==> src/logic/vdp_cfg.svh <==
//--------------------------------------------------------------------
// Widths and register bit positions for the VDP CPU port.
// Include this wherever a width or a control register bit is needed.
//--------------------------------------------------------------------
`ifndef VDP_CFG_SVH
`define VDP_CFG_SVH

// Data byte on the CPU bus and on the VRAM bus
`define VDP_DATA_W 8

// VRAM address, 16K bytes
`define VDP_ADDR_W 14

// Control register number carried in the low bits of the second byte
`define VDP_REG_IDX_W 3

// Fifth-sprite number in the status byte
`define VDP_SPR_NUM_W 5

// Register 0 bits
`define VDP_R0_M3_BIT 1

// Register 1 bits
// Display enable, inverted to form blanking
`define VDP_R1_DISP_BIT 6
// Interrupt enable
`define VDP_R1_IE_BIT 5
`define VDP_R1_M1_BIT 4
`define VDP_R1_M2_BIT 3

`endif

==> src/logic/vdp_pkg.sv <==
//--------------------------------------------------------------------
// Shared types of the VDP CPU port.
// Referenced by scoped name from every block of the port.
//--------------------------------------------------------------------
`include "vdp_cfg.svh"

package vdp_pkg;

  // Plain vectors for widths with a meaning
  typedef logic [`VDP_DATA_W-1:0]    cpu_data_t;
  typedef logic [`VDP_ADDR_W-1:0]    vram_addr_t;
  typedef logic [`VDP_REG_IDX_W-1:0] reg_idx_t;
  typedef logic [`VDP_SPR_NUM_W-1:0] spr_num_t;

  // Owner of the current VRAM access slot
  // Driven by the external video timing logic
  typedef enum logic [1:0]
  {
    AC_NONE  = 2'd0,
    AC_VIDEO = 2'd1,
    AC_CPU   = 2'd2
  } access_t;

  // Display modes decoded from M1, M2 and M3
  typedef enum logic [1:0]
  {
    OPMODE_GRAPH1 = 2'd0,
    OPMODE_GRAPH2 = 2'd1,
    OPMODE_MULTIC = 2'd2,
    OPMODE_TEXTM  = 2'd3
  } opmode_t;

endpackage

==> src/logic/cpu_port_sequencer.sv <==
//--------------------------------------------------------------------
// CPU strobe decoder and access FSM of the VDP port.
// Turns rd/wr/mode strobes into one-cycle buffer and register
// commands, level ones while a strobe is held, completion ones
// in the cycle after the strobe drops.
//--------------------------------------------------------------------
`include "vdp_cfg.svh"

module cpu_port_sequencer
(
  input  logic                clk_i,
  input  logic                reset_i,
  input  logic                rd_i,
  input  logic                wr_i,
  input  logic                mode_i,
  input  vdp_pkg::cpu_data_t  cd_sel_i,
  output logic                cpu_wr_buf_o,
  output logic                sched_read_o,
  output logic                sched_write_o,
  output logic                load_addr_o,
  output logic                tmp_wr_o,
  output logic                reg_wr_o,
  output logic                status_rd_done_o,
  output logic                rd_data_sel_o
);

  // Kind of access seen on the bus in this cycle
  typedef enum logic [2:0]
  {
    XF_NONE,
    XF_RD_DATA,
    XF_WR_DATA,
    XF_RD_STATUS,
    XF_WR_CTRL
  } xfer_t;

  typedef enum logic [3:0]
  {
    ST_IDLE,
    ST_RD_DATA,
    ST_WR_DATA,
    ST_RD_STATUS,
    ST_WR_CTRL1,
    // First control byte done, pair still open
    ST_WAIT_CTRL2,
    ST_CTRL2_VREAD,
    ST_CTRL2_VWRITE,
    ST_CTRL2_REG
  } state_t;

  xfer_t  xfer;
  state_t state_q;
  state_t state_d;
  // State the current access belongs to, including its first cycle
  state_t state_cur;

  // ------------------------------------------------------------------
  // Bus decode
  // ------------------------------------------------------------------
  always_comb
  begin
    xfer = XF_NONE;
    if (rd_i)
      xfer = mode_i ? XF_RD_STATUS : XF_RD_DATA;
    // A write strobe wins over a read
    if (wr_i)
      xfer = mode_i ? XF_WR_CTRL : XF_WR_DATA;
  end

  // ------------------------------------------------------------------
  // Next state
  // ------------------------------------------------------------------
  always_comb
  begin
    state_d = state_q;
    case (state_q)
      ST_IDLE, ST_WAIT_CTRL2:
      begin
        case (xfer)
          XF_RD_DATA:   state_d = ST_RD_DATA;
          XF_WR_DATA:   state_d = ST_WR_DATA;
          XF_RD_STATUS: state_d = ST_RD_STATUS;
          XF_WR_CTRL:
          begin
            // Second byte of a pair when a first byte is waiting
            if (state_q == ST_IDLE)
              state_d = ST_WR_CTRL1;
            else if (cd_sel_i[7])
              state_d = ST_CTRL2_REG;
            else if (cd_sel_i[6])
              state_d = ST_CTRL2_VWRITE;
            else
              state_d = ST_CTRL2_VREAD;
          end
          default: state_d = state_q;
        endcase
      end
      ST_WR_CTRL1:
      begin
        if (xfer == XF_NONE)
          state_d = ST_WAIT_CTRL2;
      end
      default:
      begin
        // Any other access state ends when the strobe drops
        if (xfer == XF_NONE)
          state_d = ST_IDLE;
      end
    endcase
  end

  // Idle states hand over to the new access in the same cycle
  assign state_cur = ((state_q == ST_IDLE) || (state_q == ST_WAIT_CTRL2)) ? state_d : state_q;

  always_ff @(posedge clk_i or posedge reset_i)
  begin
    if (reset_i)
      state_q <= ST_IDLE;
    else
      state_q <= state_d;
  end

  // ------------------------------------------------------------------
  // Commands
  // ------------------------------------------------------------------
  // Level commands, only while cd_i is valid under the strobe
  assign cpu_wr_buf_o = (xfer != XF_NONE) && (state_cur == ST_WR_DATA);
  assign tmp_wr_o     = (xfer != XF_NONE) && (state_cur == ST_WR_CTRL1);
  assign load_addr_o  = (xfer != XF_NONE) &&
                        ((state_cur == ST_CTRL2_VREAD) || (state_cur == ST_CTRL2_VWRITE));
  assign reg_wr_o     = (xfer != XF_NONE) && (state_cur == ST_CTRL2_REG);

  // Completion commands in the cycle after release
  assign sched_read_o     = (xfer == XF_NONE) &&
                            ((state_q == ST_RD_DATA) || (state_q == ST_CTRL2_VREAD));
  assign sched_write_o    = (xfer == XF_NONE) && (state_q == ST_WR_DATA);
  assign status_rd_done_o = (xfer == XF_NONE) && (state_q == ST_RD_STATUS);

  // Buffer on cd_o for the whole data read, status otherwise
  assign rd_data_sel_o = (state_cur == ST_RD_DATA);

endmodule

==> src/logic/vram_access_buffer.sv <==
//--------------------------------------------------------------------
// Shared read-ahead / write-back byte and VRAM address counter.
// Scheduled requests wait for the next slot, then for a CPU slot,
// where the byte is read from or written to VRAM.
//--------------------------------------------------------------------
`include "vdp_cfg.svh"

module vram_access_buffer
(
  input  logic                 clk_i,
  input  logic                 reset_i,
  input  logic                 clk_en_acc_i,
  input  vdp_pkg::access_t     access_type_i,
  input  logic                 cpu_wr_buf_i,
  input  logic                 sched_read_i,
  input  logic                 sched_write_i,
  input  logic                 load_addr_i,
  input  vdp_pkg::cpu_data_t   cd_i,
  input  vdp_pkg::cpu_data_t   tmp_i,
  input  vdp_pkg::cpu_data_t   vram_d_i,
  output logic                 vram_we_o,
  output vdp_pkg::vram_addr_t  vram_a_o,
  output vdp_pkg::cpu_data_t   buf_o
);

  vdp_pkg::cpu_data_t  buf_q;
  vdp_pkg::vram_addr_t addr_q;

  // Scheduled, waiting for slot phase
  logic rd_pend_q;
  logic wr_pend_q;
  // Aligned, scanning for a CPU slot
  logic rd_act_q;
  logic wr_act_q;

  logic cpu_slot;
  logic rd_serve;
  logic wr_serve;
  logic incr_addr;

  // ------------------------------------------------------------------
  // Slot decode
  // ------------------------------------------------------------------
  assign cpu_slot = (access_type_i == vdp_pkg::AC_CPU);

  // Write strobe spans the whole CPU slot, commit on the enable
  assign vram_we_o = wr_act_q && cpu_slot;
  assign wr_serve  = vram_we_o && clk_en_acc_i;

  // A CPU data write in the same cycle drops the read-ahead
  assign rd_serve  = rd_act_q && cpu_slot && clk_en_acc_i && !cpu_wr_buf_i;

  assign incr_addr = wr_serve || rd_serve;

  // ------------------------------------------------------------------
  // Request flags
  // ------------------------------------------------------------------
  always_ff @(posedge clk_i or posedge reset_i)
  begin
    if (reset_i)
    begin
      rd_pend_q <= 1'b0;
      rd_act_q  <= 1'b0;
      wr_pend_q <= 1'b0;
      wr_act_q  <= 1'b0;
    end
    else
    begin
      // Read-ahead
      if (cpu_wr_buf_i)
        rd_pend_q <= 1'b0;
      else if (sched_read_i)
        rd_pend_q <= 1'b1;
      else if (clk_en_acc_i)
        rd_pend_q <= 1'b0;

      if (cpu_wr_buf_i)
        rd_act_q <= 1'b0;
      else if (rd_pend_q && clk_en_acc_i)
        rd_act_q <= 1'b1;
      else if (rd_serve)
        rd_act_q <= 1'b0;

      // Write-back, cancelled by a new read
      if (sched_read_i)
        wr_pend_q <= 1'b0;
      else if (sched_write_i)
        wr_pend_q <= 1'b1;
      else if (clk_en_acc_i)
        wr_pend_q <= 1'b0;

      if (sched_read_i)
        wr_act_q <= 1'b0;
      else if (wr_pend_q && clk_en_acc_i)
        wr_act_q <= 1'b1;
      else if (wr_serve)
        wr_act_q <= 1'b0;
    end
  end

  // ------------------------------------------------------------------
  // Data byte and address
  // ------------------------------------------------------------------
  always_ff @(posedge clk_i or posedge reset_i)
  begin
    if (reset_i)
    begin
      buf_q  <= '0;
      addr_q <= '0;
    end
    else
    begin
      if (cpu_wr_buf_i)
        buf_q <= cd_i;
      else if (rd_serve)
        buf_q <= vram_d_i;

      // High bits from the second byte, low byte from the first
      if (load_addr_i)
        addr_q <= {cd_i[`VDP_ADDR_W-`VDP_DATA_W-1:0], tmp_i};
      else if (incr_addr)
        addr_q <= addr_q + 1'b1;
    end
  end

  assign vram_a_o = addr_q;
  assign buf_o    = buf_q;

endmodule

==> src/logic/vdp_register_file.sv <==
//--------------------------------------------------------------------
// Control registers 0, 1, 2 and 7, temporary byte and status flags.
// Decodes display mode, blanking, name table base and colours, and
// drives the interrupt line from the flag and the enable bit.
//--------------------------------------------------------------------
`include "vdp_cfg.svh"

module vdp_register_file
(
  input  logic                clk_i,
  input  logic                reset_i,
  input  logic                tmp_wr_i,
  input  logic                reg_wr_i,
  input  logic                status_rd_done_i,
  input  vdp_pkg::cpu_data_t  cd_i,
  input  logic                spr_coll_i,
  input  logic                spr_5th_i,
  input  vdp_pkg::spr_num_t   spr_5th_num_i,
  input  logic                irq_i,
  output vdp_pkg::cpu_data_t  tmp_o,
  output vdp_pkg::cpu_data_t  status_o,
  output vdp_pkg::opmode_t    opmode_o,
  output logic                reg_blank_o,
  output logic [3:0]          reg_ntb_o,
  output logic [3:0]          reg_col1_o,
  output logic [3:0]          reg_col0_o,
  output logic                int_n_o
);

  vdp_pkg::cpu_data_t tmp_q;
  vdp_pkg::cpu_data_t reg0_q;
  vdp_pkg::cpu_data_t reg1_q;
  vdp_pkg::cpu_data_t reg2_q;
  vdp_pkg::cpu_data_t reg7_q;
  vdp_pkg::reg_idx_t  reg_idx;

  logic               int_q;
  logic               spr_5th_q;
  logic               spr_coll_q;
  vdp_pkg::spr_num_t  spr_5th_num_q;

  // Register number from the second control byte
  assign reg_idx = cd_i[`VDP_REG_IDX_W-1:0];

  // ------------------------------------------------------------------
  // Temporary byte and control registers
  // ------------------------------------------------------------------
  always_ff @(posedge clk_i or posedge reset_i)
  begin
    if (reset_i)
    begin
      tmp_q  <= '0;
      reg0_q <= '0;
      reg1_q <= '0;
      reg2_q <= '0;
      reg7_q <= '0;
    end
    else
    begin
      if (tmp_wr_i)
        tmp_q <= cd_i;
      if (reg_wr_i)
      begin
        case (reg_idx)
          3'd0:    reg0_q <= tmp_q;
          3'd1:    reg1_q <= tmp_q;
          3'd2:    reg2_q <= tmp_q;
          3'd7:    reg7_q <= tmp_q;
          // Registers 3 to 6 accepted, nothing stored
          default: ;
        endcase
      end
    end
  end

  // ------------------------------------------------------------------
  // Status flags, an event wins over the read clear
  // ------------------------------------------------------------------
  always_ff @(posedge clk_i or posedge reset_i)
  begin
    if (reset_i)
    begin
      int_q         <= 1'b0;
      spr_5th_q     <= 1'b0;
      spr_coll_q    <= 1'b0;
      spr_5th_num_q <= '0;
    end
    else
    begin
      if (irq_i)
        int_q <= 1'b1;
      else if (status_rd_done_i)
        int_q <= 1'b0;

      if (spr_coll_i)
        spr_coll_q <= 1'b1;
      else if (status_rd_done_i)
        spr_coll_q <= 1'b0;

      if (spr_5th_i)
        spr_5th_q <= 1'b1;
      else if (status_rd_done_i)
        spr_5th_q <= 1'b0;

      // First fifth sprite since the last read keeps its number
      if (spr_5th_i && !spr_5th_q)
        spr_5th_num_q <= spr_5th_num_i;
    end
  end

  assign status_o = {int_q, spr_5th_q, spr_coll_q, spr_5th_num_q};

  // ------------------------------------------------------------------
  // Mode decode and output mapping
  // ------------------------------------------------------------------
  always_comb
  begin
    case ({reg1_q[`VDP_R1_M1_BIT], reg1_q[`VDP_R1_M2_BIT], reg0_q[`VDP_R0_M3_BIT]})
      3'b000:  opmode_o = vdp_pkg::OPMODE_GRAPH1;
      3'b001:  opmode_o = vdp_pkg::OPMODE_GRAPH2;
      3'b010:  opmode_o = vdp_pkg::OPMODE_MULTIC;
      default: opmode_o = vdp_pkg::OPMODE_TEXTM;
    endcase
  end

  assign tmp_o       = tmp_q;
  assign reg_blank_o = ~reg1_q[`VDP_R1_DISP_BIT];
  assign reg_ntb_o   = reg2_q[3:0];
  assign reg_col1_o  = reg7_q[7:4];
  assign reg_col0_o  = reg7_q[3:0];
  // Active low, only with the enable bit set
  assign int_n_o     = ~(int_q & reg1_q[`VDP_R1_IE_BIT]);

endmodule

==> src/logic/vdp_cpuio.sv <==
//--------------------------------------------------------------------
// CPU port of the VDP, top level.
// Connects the strobe FSM, the VRAM access buffer and the register
// file, and selects the byte shown on the CPU data bus.
//--------------------------------------------------------------------
`include "vdp_cfg.svh"

module vdp_cpuio
(
  input  logic                 clk_i,
  input  logic                 reset_i,
  input  logic                 rd_i,
  input  logic                 wr_i,
  input  logic                 mode_i,
  input  vdp_pkg::cpu_data_t   cd_i,
  input  logic                 clk_en_acc_i,
  input  vdp_pkg::access_t     access_type_i,
  input  vdp_pkg::cpu_data_t   vram_d_i,
  input  logic                 spr_coll_i,
  input  logic                 spr_5th_i,
  input  vdp_pkg::spr_num_t    spr_5th_num_i,
  input  logic                 irq_i,
  output vdp_pkg::cpu_data_t   cd_o,
  output logic                 cd_oe_o,
  output logic                 vram_we_o,
  output vdp_pkg::vram_addr_t  vram_a_o,
  output vdp_pkg::opmode_t     opmode_o,
  output logic                 reg_blank_o,
  output logic [3:0]           reg_ntb_o,
  output logic [3:0]           reg_col1_o,
  output logic [3:0]           reg_col0_o,
  output logic                 int_n_o
);

  // Sequencer commands
  logic cpu_wr_buf;
  logic sched_read;
  logic sched_write;
  logic load_addr;
  logic tmp_wr;
  logic reg_wr;
  logic status_rd_done;
  logic rd_data_sel;

  vdp_pkg::cpu_data_t tmp_byte;
  vdp_pkg::cpu_data_t status_byte;
  // Read-ahead / write-back byte, also the VRAM write data
  vdp_pkg::cpu_data_t buf_data;

  cpu_port_sequencer u_seq
  (
    .clk_i            (clk_i),
    .reset_i          (reset_i),
    .rd_i             (rd_i),
    .wr_i             (wr_i),
    .mode_i           (mode_i),
    .cd_sel_i         (cd_i),
    .cpu_wr_buf_o     (cpu_wr_buf),
    .sched_read_o     (sched_read),
    .sched_write_o    (sched_write),
    .load_addr_o      (load_addr),
    .tmp_wr_o         (tmp_wr),
    .reg_wr_o         (reg_wr),
    .status_rd_done_o (status_rd_done),
    .rd_data_sel_o    (rd_data_sel)
  );

  vram_access_buffer u_buf
  (
    .clk_i         (clk_i),
    .reset_i       (reset_i),
    .clk_en_acc_i  (clk_en_acc_i),
    .access_type_i (access_type_i),
    .cpu_wr_buf_i  (cpu_wr_buf),
    .sched_read_i  (sched_read),
    .sched_write_i (sched_write),
    .load_addr_i   (load_addr),
    .cd_i          (cd_i),
    .tmp_i         (tmp_byte),
    .vram_d_i      (vram_d_i),
    .vram_we_o     (vram_we_o),
    .vram_a_o      (vram_a_o),
    .buf_o         (buf_data)
  );

  vdp_register_file u_regs
  (
    .clk_i            (clk_i),
    .reset_i          (reset_i),
    .tmp_wr_i         (tmp_wr),
    .reg_wr_i         (reg_wr),
    .status_rd_done_i (status_rd_done),
    .cd_i             (cd_i),
    .spr_coll_i       (spr_coll_i),
    .spr_5th_i        (spr_5th_i),
    .spr_5th_num_i    (spr_5th_num_i),
    .irq_i            (irq_i),
    .tmp_o            (tmp_byte),
    .status_o         (status_byte),
    .opmode_o         (opmode_o),
    .reg_blank_o      (reg_blank_o),
    .reg_ntb_o        (reg_ntb_o),
    .reg_col1_o       (reg_col1_o),
    .reg_col0_o       (reg_col0_o),
    .int_n_o          (int_n_o)
  );

  // Data read shows the buffer, anything else the status byte
  assign cd_o    = rd_data_sel ? buf_data : status_byte;
  assign cd_oe_o = rd_i;

endmodule

==> config.mk <==
export PLATFORM = sky130hd
export DESIGN_NAME = vdp_cpuio
export DESIGN_NICKNAME = d
export VERILOG_FILES = /design/src/logic/vdp_pkg.sv /design/src/logic/cpu_port_sequencer.sv /design/src/logic/vram_access_buffer.sv /design/src/logic/vdp_register_file.sv /design/src/logic/vdp_cpuio.sv
export VERILOG_INCLUDE_DIRS = /design/src /design/src/logic
export SDC_FILE = /design/constraint.sdc
export NUM_CORES = 1
export LEC_CHECK = 0
export BUFFER_PORTS_ARGS = -buffer_cell sky130_fd_sc_hd__buf_2
export CAP_MARGIN = 10
export CORE_ASPECT_RATIO = 0.5
export CORE_UTILIZATION = 59
export DETAILED_ROUTE_END_ITERATION = 12
export PLACE_DENSITY_LB_ADDON = 0.08
export REMOVE_ABC_BUFFERS = 1
export SLEW_MARGIN = 20
export SYNTH_ARGS = -nofsm -noshare
export SYNTH_HDL_FRONTEND = slang
export SYNTH_SLANG_ARGS = --single-unit
==> constraint.sdc <==
create_clock -name clk_i -period 5.5 [get_ports clk_i]
set_input_delay 0.55 -clock clk_i [delete_from_list [all_inputs] [get_ports clk_i]]
set_output_delay 0.55 -clock clk_i [all_outputs]
set_load 0.02 [all_outputs]
==> results of run 1 <==
cells in the mapped netlist, types with 2 or more instances:
library cell	instances
a211oi_1	3
a21o_1	4
a21oi_1	12
a22oi_1	3
a31o_2	2
a31oi_1	9
and2_2	2
and3_1	10
and3_2	2
buf_2	5
buf_4	2
buf_6	2
clkbuf_1	4
dfrtp_1	63
inv_1	14
mux2_2	39
mux2i_1	8
nand2_1	28
nand2b_1	5
nand3_1	7
nand3b_1	3
nand4_1	3
nand4b_1	2
nor2_1	16
nor2b_1	3
nor3_4	2
nor4_1	3
o211ai_2	2
o21ai_0	13
o31a_1	5
o31ai_1	7
or2_2	4
or3_1	2
or4_1	5
xnor2_1	2
report_power, final:
group | internal (mW) | total (mW) | switching [mW]
clock network | 0.453 | 0.658 | 0.205
logic | 0.286 | 0.692 | 0.406
registers | 0.610 | 0.763 | 0.153
total | 1.35 | 2.11 | 0.764
layout make-up:
class / instances / share of cell area
clock buffer: 10 / 0.0586
inverter: 14 / 0.0129
tap: 73 / 0.0224
clock inverter: 6 / 0.0264
multi-input combinational: 225 / 0.404
sequential: 63 / 0.387
timing repair buffer: 72 / 0.0890
sequential cells by signal, summed over array words and instances (netlist names), 4 cells and up:
signal / flops
u_regs.tmp_o: 8
u_buf.buf_o: 8
u_buf.vram_a_o: 14
u_seq.state_q: 4
u_regs.reg7_q: 8
u_regs.reg2_q: 4
u_regs.spr_5th_num_q: 5
u_regs.reg1_q: 4
logic make-up after synthesis:
| group | after synthesis | synth area share |
|---|---|---|
| AO/OA/AOI/OAI | 70 | 0.149 |
| XOR/XNOR | 2 | 0.00520 |
| adder cells (fa/ha/maj) | 1 | 0.00371 |
| buffers and inverters | 28 | 0.0427 |
| flip-flops | 63 | 0.468 |
| multiplexers | 47 | 0.154 |
| AND/OR/NAND/NOR | 105 | 0.177 |
worst max-delay path, stage by stage (launching register included):
cell and delay [ns]:
dfrtp_1 0.57, nor2_2 0.38, a31oi_1 0.17, or3_1 0.47, o211ai_2 0.24, mux2_2 0.41, buf_2 0.17
path summary, 6_finish.rpt:
path / end / slack, ns
max: cd_o[1] / 2.20
min: u_regs.int_q$_DFFE_PP0P_ / 0.40
max reg2reg: u_regs.reg7_q[1]$_DFFE_PP0P_ / 2.60
min reg2reg: u_regs.spr_coll_q$_DFFE_PP0P_ / 0.49
max in group asynchronous: u_buf.buf_o[2]$_DFFE_PP0P_ / 4.53
min in group asynchronous: u_regs.reg1_q[6]$_DFFE_PP0P_ / 0.45
placed cells by master, fill, tap and decap left out, types with 3 or more instances in the layout:
master,n
o21ai_0,13
inv_1,13
dfrtp_1,63
o31a_1,5
clkbuf_16,9
nand3_1,7
a211oi_1,3
a31oi_1,9
nor2_1,16
a21oi_1,12
nand2_1,28
or2_2,4
buf_2,71
bufinv_16,3
a22oi_1,3
nor4_1,3
o31ai_1,7
mux2i_1,8
nand2b_1,5
mux2_2,39
nand4_1,3
or4_1,5
a21o_1,4
nor2b_1,3
and3_1,10
nand3b_1,3
metrics by stage:
| stage | setup WS, ns | hold WS [ns] |
|---|---|---|
| after floorplan | 2.96 | 0.443 |
| after global placement | 2.54 | 0.465 |
| final | 2.20 | 0.403 |
| after detailed placement | 2.49 | 0.472 |
| after CTS | 2.23 | 0.397 |
| after global routing | 2.11 | 0.405 |
layer usage:
| metal | vias to the layer above | GRT usage |
|---|---|---|
| li1 | 1312 | - |
| met1 | 1397 | 0.415 |
| met2 | 88 | 0.463 |
| met3 | 14 | 0.100 |
| met4 | 0 | 0.0869 |
| met5 | - | 0 |
==> results.sh, run 1 <==
export IMPL_cts_sinks=63
export IMPL_ys_types=55
export IMPL_stdcell_count=463
export IMPL_synth_edf_count=0
export IMPL_r2r_start="u_seq.state_q[1]$_DFF_PP0_"
export IMPL_post_drt_wl_per_cell_um=18.0
export IMPL_crit_arrival_ns=2.75
export IMPL_finalCriticalPeriod_ns=3.30
export IMPL_ir_worst_vdd_uv=471
export IMPL_netlist_instances=316
export IMPL_num_antenna_cells=0
export IMPL_cp_max_fo=13
export IMPL_cts_made_buffers=9
export IMPL_grt_ovfl_total=0
export IMPL_power_leakage_nw=1.96
export IMPL_power_density_nw_per_um2=518
export IMPL_cts_root_buffer="clkbuf_16"
export IMPL_finalSetupViolCount=0
export IMPL_drtIter0Drc=180
export IMPL_cp_required_ns=4.95
export IMPL_fp_dieArea_um2=6040
export IMPL_wl_met2_um=3930
export IMPL_grt_pass1_wl_um=13600
export IMPL_slew_violations=0
export IMPL_critPathKind="flip-flop to primary output"
export IMPL_crit_path_end_kind="primary output"
export IMPL_hp_class="input pin to flip-flop"
export IMPL_p_total_mw=2.11
export IMPL_path_clk_slew_ns=0.05
export IMPL_place_area_um2=3730
export IMPL_core_um2=5490
export IMPL_ys_ff_latch=63
export IMPL_numPortBuffers=71
export IMPL_die_width_um=109
export IMPL_status="completed"
export IMPL_start_util=0.614
export IMPL_grt_pass1_vias=2750
export IMPL_relSlewSlack=0.386
export IMPL_cp_start_kind="flip-flop"
export IMPL_regArea_um2=1580
export IMPL_gp_congestion=0.849
export IMPL_cts_setup_buffers=0
export IMPL_antenna_found_initial=0
export IMPL_grt_max_degree=64
export IMPL_cts_resized=0
export IMPL_h_tree_depth=3
export IMPL_yosys_warnings=0
export IMPL_async_flop_share=1.00
export IMPL_clockBufferDepth=2
export IMPL_startpoint="u_seq.state_q[1]$_DFF_PP0_"
export IMPL_ys_seq_area_frac=0.468
export IMPL_max_freq_mhz=303
export IMPL_cts_hold_buf=0
export IMPL_reg2regPathDepth=6
export IMPL_rsz0062_at_grt="false"
export IMPL_syn_cell_area_um2=3370
export IMPL_top_layer="met4"
export IMPL_synth_ff_type="dfrtp_1"
export IMPL_cts_tree="yes"
export IMPL_fin_util=0.743
export IMPL_nFillCells=398
export IMPL_route_layer_met1_wl_um=3840
export IMPL_maxCapViolCount=0
export IMPL_wl_um=8330
export IMPL_synth_area_leaders="dfrtp_1 47%, mux2_2 13%, nand2_1 3.1%"
export IMPL_multi_input_area_um2=1650
export IMPL_die_h_um=55.4
export IMPL_num_rows=19
export IMPL_vias=2811
export IMPL_vias_per_cell=6.07
export IMPL_synth_area_leader_cell="dfrtp_1"
export IMPL_wl_met3_um=434
export IMPL_fin_area_um2=4080
export IMPL_skew_ns=0.00635
export IMPL_dr_pass1_iters=5
export IMPL_insertion_delay_ns=0.33
export IMPL_min_from="irq_i"
export IMPL_hpwlAfterDp_um=5610
export IMPL_ant_nets=0
export IMPL_synth_top_area_frac=0.468
export IMPL_tightest_slew_ns=0.917
export IMPL_dp_cells=447
export IMPL_layout_nets=418
export IMPL_hold_viol=0
export IMPL_avgSynthCellArea_um2=10.7
export IMPL_whs_path_depth=2
export IMPL_fin_crit_sh=0.599
export IMPL_drive_gt1_frac=0.377
export IMPL_grt_usage=0.304
export IMPL_io_pins=72
export IMPL_tns_ns=0
export IMPL_drc=0
export IMPL_syn_to_final_growth_pct=21.1
Note: power is estimated with default switching activity, not from simulation.
==> run 2, diff against run 1 <==
--- a/config.mk
+++ b/config.mk
@@ -9,7 +9,7 @@
 export BUFFER_PORTS_ARGS = -buffer_cell sky130_fd_sc_hd__buf_2
 export CAP_MARGIN = 10
 export CORE_ASPECT_RATIO = 0.5
-export CORE_UTILIZATION = 59
+export CORE_UTILIZATION = 49
 export DETAILED_ROUTE_END_ITERATION = 12
 export PLACE_DENSITY_LB_ADDON = 0.08
 export REMOVE_ABC_BUFFERS = 1
==> constraint.sdc (replaced) <==
create_clock -name clk_i -period 2.7 [get_ports clk_i]
set_input_delay 0.27 -clock clk_i [delete_from_list [all_inputs] [get_ports clk_i]]
set_output_delay 0.27 -clock clk_i [all_outputs]
set_load 0.02 [all_outputs]
==> run 2 against run 1 <==
  * Die area rose by 20%
  * Wire length fell by 0.26%
  * Worst hold slack got worse by 0.34 ns
  * Non-clock buffer count rose by 11
  * Combinational power rose by 120%
  * Critical endpoint is now cd_o[2]
  * Largest power group unchanged
==> results.sh, run 2 (synthesis results as in run 1) <==
export IMPL_holdWs_ns=0.0677
export IMPL_num_antenna_cells=0
export IMPL_crit_path_end_kind="primary output"
export IMPL_cts_root_buffer="clkbuf_16"
export IMPL_dp_cells=471
export IMPL_grt_pass1_vias=2551
export IMPL_slew_violations=0
export IMPL_path_clk_slew_ns=0.05
export IMPL_skew_ns=0.00507
export IMPL_cts_sinks=63
export IMPL_ir_worst_vdd_uv=534
export IMPL_final_cell_mix="71 x buf_2, 59 x dfrtp_1, 39 x mux2_2, 28 x nand2_1, 16 x nor2_1"
export IMPL_crit_arrival_ns=2.32
export IMPL_post_drt_wl_per_cell_um=17.0
export IMPL_fin_util=0.653
export IMPL_grt_max_degree=34
export IMPL_die_h_um=60.6
export IMPL_numPortBuffers=71
export IMPL_finalCriticalPeriod_ns=2.59
export IMPL_cts_made_buffers=9
export IMPL_cp_max_fo=11
export IMPL_gp_congestion=0.918
export IMPL_clockBufferDepth=2
export IMPL_tightest_slew_ns=0.729
export IMPL_largest_reg_flops=14
export IMPL_power_leakage_nw=2.00
export IMPL_vias_per_cell=5.70
export IMPL_num_rows=20
export IMPL_hold_viol=0
export IMPL_drive_gt1_frac=0.404
export IMPL_vias=2789
export IMPL_drtIter0Drc=162
export IMPL_critPathKind="flip-flop to primary output"
export IMPL_grt_ovfl_total=0
export IMPL_cts_hold_buf=0
export IMPL_die_width_um=119
export IMPL_wl_um=8310
export IMPL_final_common_cell="buf_2"
export IMPL_hp_class="input pin to asynchronous set/reset pin"
export IMPL_cts_tree="yes"
export IMPL_grt_pass1_wl_um=13200
export IMPL_fin_crit_sh=0.959
export IMPL_ant_nets=0
export IMPL_relSlewSlack=0.513
export IMPL_dr_pass1_iters=4
export IMPL_h_tree_depth=3
export IMPL_max_freq_mhz=386
export IMPL_finalSetupViolCount=0
export IMPL_maxCapViolCount=0
export IMPL_layout_nets=429
export IMPL_syn_to_final_growth_pct=23.2
export IMPL_fp_dieArea_um2=7230
export IMPL_cp_start_kind="flip-flop"
export IMPL_multi_input_area_um2=1680
export IMPL_hpwlAfterDp_um=5980
export IMPL_regArea_um2=1580
export IMPL_stdcell_count=489
export IMPL_status="completed"
export IMPL_nFillCells=526
export IMPL_antenna_found_initial=0
export IMPL_cp_required_ns=2.43
export IMPL_insertion_delay_ns=0.33
export IMPL_power_density_nw_per_um2=988
export IMPL_drc=0
export IMPL_grt_usage=0.246
export IMPL_start_util=0.530
export IMPL_io_pins=72
export IMPL_core_um2=6360
## run 2: cell count changes in the layout (fill, tap and decap cells not counted), sizes merged
cell,delta
clkbuf,+3
buf,+11
bufinv,-3
## run 2: final timing paths
kind                                              startpoint                       endpoint  slack (ns)  depth (start not counted)
min in group clk_i                                     irq_i       u_regs.int_q$_DFFE_PP0P_        0.13                          2
worst min-delay path                                 reset_i   u_regs.reg1_q[5]$_DFFE_PP0P_        0.07                          2
max in group asynchronous                            reset_i   u_regs.reg7_q[0]$_DFFE_PP0P_        1.92                          3
worst min register to register  u_regs.spr_5th_q$_DFFE_PP0P_   u_regs.spr_5th_q$_DFFE_PP0P_        0.50                          1
worst max-delay path              u_seq.state_q[0]$_DFF_PP0_                        cd_o[2]        0.11                          7
worst max register to register    u_seq.state_q[1]$_DFF_PP0_  u_buf.vram_a_o[5]$_DFFE_PP0P_        0.13                          7
## run 2: layout make-up
type,instances,area share
Multi-Input combinational cell,225,0.405
Clock buffer,13,0.0627
Tap cell,88,0.0265
Sequential cell,63,0.381
Inverter,14,0.0127
Timing Repair Buffer,83,0.107
Clock inverter,3,0.00422
## run 2: metrics by stage
step / setup slack [ns] / power, mW / area (um2) / TNS, ns
2_1_floorplan: 0.375 / 2.48 / 3280 / 0
3_3_place_gp: 0.244 / 2.94 / 3820 / 0
3_5_place_dp: 0.174 / 2.98 / 3820 / 0
4_1_cts: 0.00209 / 4.10 / 4130 / 0
5_1_grt: -0.00175 / 4.35 / 4150 / -0.00175
6_report: 0.112 / 4.10 / 4150 / 0
## run 2: repair_timing
| item | 4_1_cts | 5_1_grt |
|---|---|---|
| gates resized for setup | 7 | 3 |
| setup endpoints to repair | 8 | 8 |
| setup buffers | 0 | 2 |
| pin swaps | 1 | 3 |
## run 2: per-layer routing
layer,vias to the layer above,part of all wire,track usage
met4,0,0.011,0.0723
met1,1361,0.48,0.346
met3,10,0.067,0.0677
met2,87,0.44,0.376
met5,-,0,0
li1,1331,-,-
## run 2: critical path, cell delays in order, from the launching register on
cell and delay [ns]:
dfrtp_2 0.49, buf_4 0.17, inv_1 0.09, nor2_1 0.10
or3_4 0.42, o211ai_4 0.17, mux2_2 0.38, buf_2 0.16
## run 2: report_power, final
group | switching (mW) | internal, mW
Sequential | 0.297 | 1.25
Combinational | 0.845 | 0.645
Clock | 0.397 | 0.668
Total | 1.54 | 2.56
==> run 3, diff against run 2 <==
--- a/config.mk
+++ b/config.mk
@@ -6,10 +6,11 @@
 export SDC_FILE = /design/constraint.sdc
 export NUM_CORES = 1
 export LEC_CHECK = 0
+export ABC_AREA = 1
 export BUFFER_PORTS_ARGS = -buffer_cell sky130_fd_sc_hd__buf_2
 export CAP_MARGIN = 10
-export CORE_ASPECT_RATIO = 0.5
-export CORE_UTILIZATION = 49
+export CORE_ASPECT_RATIO = 0.75
+export CORE_UTILIZATION = 50
 export DETAILED_ROUTE_END_ITERATION = 12
 export PLACE_DENSITY_LB_ADDON = 0.08
 export REMOVE_ABC_BUFFERS = 1
==> run 3 against run 2 <==
  * Sequential share of layout area shrank 0.052 points
  * Clock skew up 0.0073 ns
  * Sequential power increased by 6%
  * Total power grew 16%
  * Die area increased by 1.5%
  * Non-clock buffer count decreased by 7
  * Worst hold slack gained 0.036 ns
  * Combinational power is 54% higher
  * Critical path depth increased by 4
  * Synthesized cell count rose by 39%
  * Area after synthesis is 3.9% higher
  * Largest power group is now combinational cells
  * Highest routed layer unchanged
==> results.sh, run 3 <==
export IMPL_synthTopCellsByCount="126 x nand2_1, 63 x dfrtp_1, 58 x nand3_1"
export IMPL_pwr_share_comb=0.482
export IMPL_drc=0
export IMPL_grt_usage=0.257
export IMPL_critPathKind="flip-flop to primary output"
export IMPL_slowest_delay_ns=0.43
export IMPL_crit_path_end_kind="primary output"
export IMPL_layout_nets=549
export IMPL_tightest_slew_ns=0.599
export IMPL_crit_family="simple AND/OR/NAND/NOR gates"
export IMPL_ys_seq_area_frac=0.450
export IMPL_power_density_nw_per_um2=1150
export IMPL_critPathSlowestCell="dfrtp_1"
export IMPL_ir_worst_vdd_uv=606
export IMPL_switchingPower_mw=2.18
export IMPL_vias=3123
export IMPL_final_common_cell="nand2_1"
export IMPL_dr_pass1_iters=4
export IMPL_cts_root_buffer="clkbuf_8"
export IMPL_cp_num_buf_inv=3
export IMPL_antenna_found_initial=0
export IMPL_io_pins=72
export IMPL_wl_um=8360
export IMPL_power_leakage_nw=2.21
export IMPL_synth_top_area_frac=0.450
export IMPL_syn_cell_area_um2=3500
export IMPL_core_um2=6800
export IMPL_switching_share=0.460
export IMPL_path_clk_slew_ns=0.08
export IMPL_fp_dieArea_um2=7340
export IMPL_drive_gt1_frac=0.274
export IMPL_numPortBuffers=71
export IMPL_cts_sinks=63
export IMPL_num_rows=26
export IMPL_yosys_warnings=0
export IMPL_syn_to_final_growth_pct=18.4
export IMPL_post_drt_wl_per_cell_um=13.8
export IMPL_status="completed"
export IMPL_grt_pass1_wl_um=14100
export IMPL_synth_most_common_cell="nand2_1"
export IMPL_die_width_um=98.6
export IMPL_max_freq_mhz=397
export IMPL_die_h_um=74.5
export IMPL_power_clock_fraction=0.174
export IMPL_async_flop_share=1.00
export IMPL_cp_required_ns=2.43
export IMPL_fin_crit_sh=0.933
export IMPL_crit_arrival_ns=2.25
export IMPL_grt_pass1_vias=2766
export IMPL_vias_per_cell=5.16
export IMPL_clockBufferDepth=2
export IMPL_drtIter0Drc=183
export IMPL_hpwlAfterDp_um=6200
export IMPL_grt_ovfl_total=0
export IMPL_insertion_delay_ns=0.36
export IMPL_synth_area_leaders="dfrtp_1 45%, nand2_1 14%, nand3_1 8.3%"
export IMPL_cp_max_fo=16
export IMPL_tns_ns=0
export IMPL_internal_power_mw=2.56
export IMPL_synth_area_leader_cell="dfrtp_1"
export IMPL_grt_max_degree=28
export IMPL_num_antenna_cells=0
export IMPL_p_seq_frac=0.344
export IMPL_rsz0062_at_grt="false"
export IMPL_hold_viol=0
export IMPL_synth_edf_count=0
export IMPL_cts_tree="yes"
export IMPL_largest_reg_flops=14
export IMPL_maxCapViolCount=0
export IMPL_ys_ff_latch=63
export IMPL_cp_common_cell="nand2_2"
export IMPL_relSlewSlack=0.600
export IMPL_start_util=0.515
export IMPL_holdWs_ns=0.104
export IMPL_synth_ff_type="dfrtp_1"
export IMPL_nFillCells=654
export IMPL_slew_violations=0
export IMPL_finalSetupViolCount=0
export IMPL_avgSynthCellArea_um2=7.97
export IMPL_netlist_instances=439
export IMPL_gp_congestion=0.884
export IMPL_ant_nets=0
export IMPL_ys_types=35
export IMPL_final_cell_mix="126 x nand2_1, 71 x buf_2, 63 x dfrtp_1, 58 x nand3_1, 49 x inv_1"
export IMPL_cts_made_buffers=9
export IMPL_fin_util=0.609
export IMPL_h_tree_depth=3
export IMPL_hp_class="input pin to flip-flop"
export IMPL_cp_start_kind="flip-flop"
export IMPL_crit_chain="nor2_2 -> nand2_2 -> nand2_4 -> inv_2 -> nand2_1 -> nand2_2 -> nor2_4 -> nand4_4 -> buf_12 -> o21ai_2 -> buf_2"
export IMPL_finalCriticalPeriod_ns=2.52
export IMPL_skew_ns=0.0124
-- run 3: cell types whose count changed in the layout (fill, tap and decap cells not counted), sizes merged, moves of 6 or more --
| cell | change |
|---|---|
| nand2 | +108 |
| nor2 | +11 |
| nand3 | +54 |
| mux2i | -8 |
| inv | +39 |
| o31ai | -8 |
| buf | -8 |
| o21ai | +28 |
| mux2 | -34 |
| a31oi | -9 |
| and3 | -12 |
| xor2 | +6 |
-- run 3: through the flow --
stage                     total power, mW  cells  instance area [um2]  setup slack, ns
after floorplan                      3.25    429                 3420            0.559
after global placement               3.84    587                 3910            0.341
after detailed placement             3.89    587                 3910            0.275
after CTS                            4.74    604                 4120           0.0647
after global routing                 5.15    605                 4140          0.00629
final                                4.74    605                 4140            0.181
-- run 3: path summary, 6_finish.rpt --
kind                                              start                       endpoint  slack (ns)  depth (start not counted)
max reg2reg                  u_seq.state_q[3]$_DFF_PP0_   u_regs.reg7_q[5]$_DFFE_PP0P_        0.52                         10
min                                          spr_coll_i  u_regs.spr_coll_q$_DFFE_PP0P_        0.10                          2
max                          u_seq.state_q[3]$_DFF_PP0_                        cd_o[2]        0.18                         11
min in group asynchronous                       reset_i    u_regs.tmp_o[1]$_DFFE_PP0P_        0.53                          3
max in group asynchronous                       reset_i  u_buf.vram_a_o[6]$_DFFE_PP0P_        1.41                          4
min reg2reg                u_regs.reg7_q[7]$_DFFE_PP0P_   u_regs.reg7_q[7]$_DFFE_PP0P_        0.48                          2
-- run 3: power groups by stage --
stage	clock network, mW	logic [mW]	registers (mW)
2_1_floorplan	0	1.46	1.79
3_3_place_gp	0	2.20	1.64
3_5_place_dp	0	2.25	1.65
4_1_cts	0.839	2.27	1.63
5_1_grt	0.882	2.58	1.69
6_report	0.825	2.29	1.63
-- run 3: what timing repair did --
item / 4_1_cts / 5_1_grt
resized for setup: 1 / 0
buffers inserted: 0 / 1
endpoints found under the setup margin: 8 / 8
hold buffers: 1 / 0
hold endpoints to repair: 15 / 0
-- run 3: layer usage --
layer | routed length (um) | GRT usage
met2 | 3440 | 0.368
met4 | 132 | 0.0763
met5 | 0 | 0
met3 | 549 | 0.0761
met1 | 4240 | 0.377
-- run 3: cell type report --
type	instances	area, um2	share of cell area
multi-input cells	311	1650	0.398
clock inverters	7	73.8	0.0178
inverters	55	206	0.0498
well taps	84	105	0.0254
flip-flops and latches	63	1580	0.381
clock buffers	9	124	0.0299
repair buffers	76	408	0.0985
-- run 3: kinds of logic (layout without fill, tap and decap cells) --
group | count (synthesis) | in the layout | share of synthesized area
flip-flops | 63 | 63 | 0.450
AO/OA/AOI/OAI | 56 | 56 | 0.107
buffers and inverters | 65 | 147 | 0.0808
XOR/XNOR | 11 | 11 | 0.0275
AND/OR/NAND/NOR | 238 | 238 | 0.315
adder cells (fa/ha/maj) | 1 | 1 | 0.00357
multiplexers | 5 | 5 | 0.0161
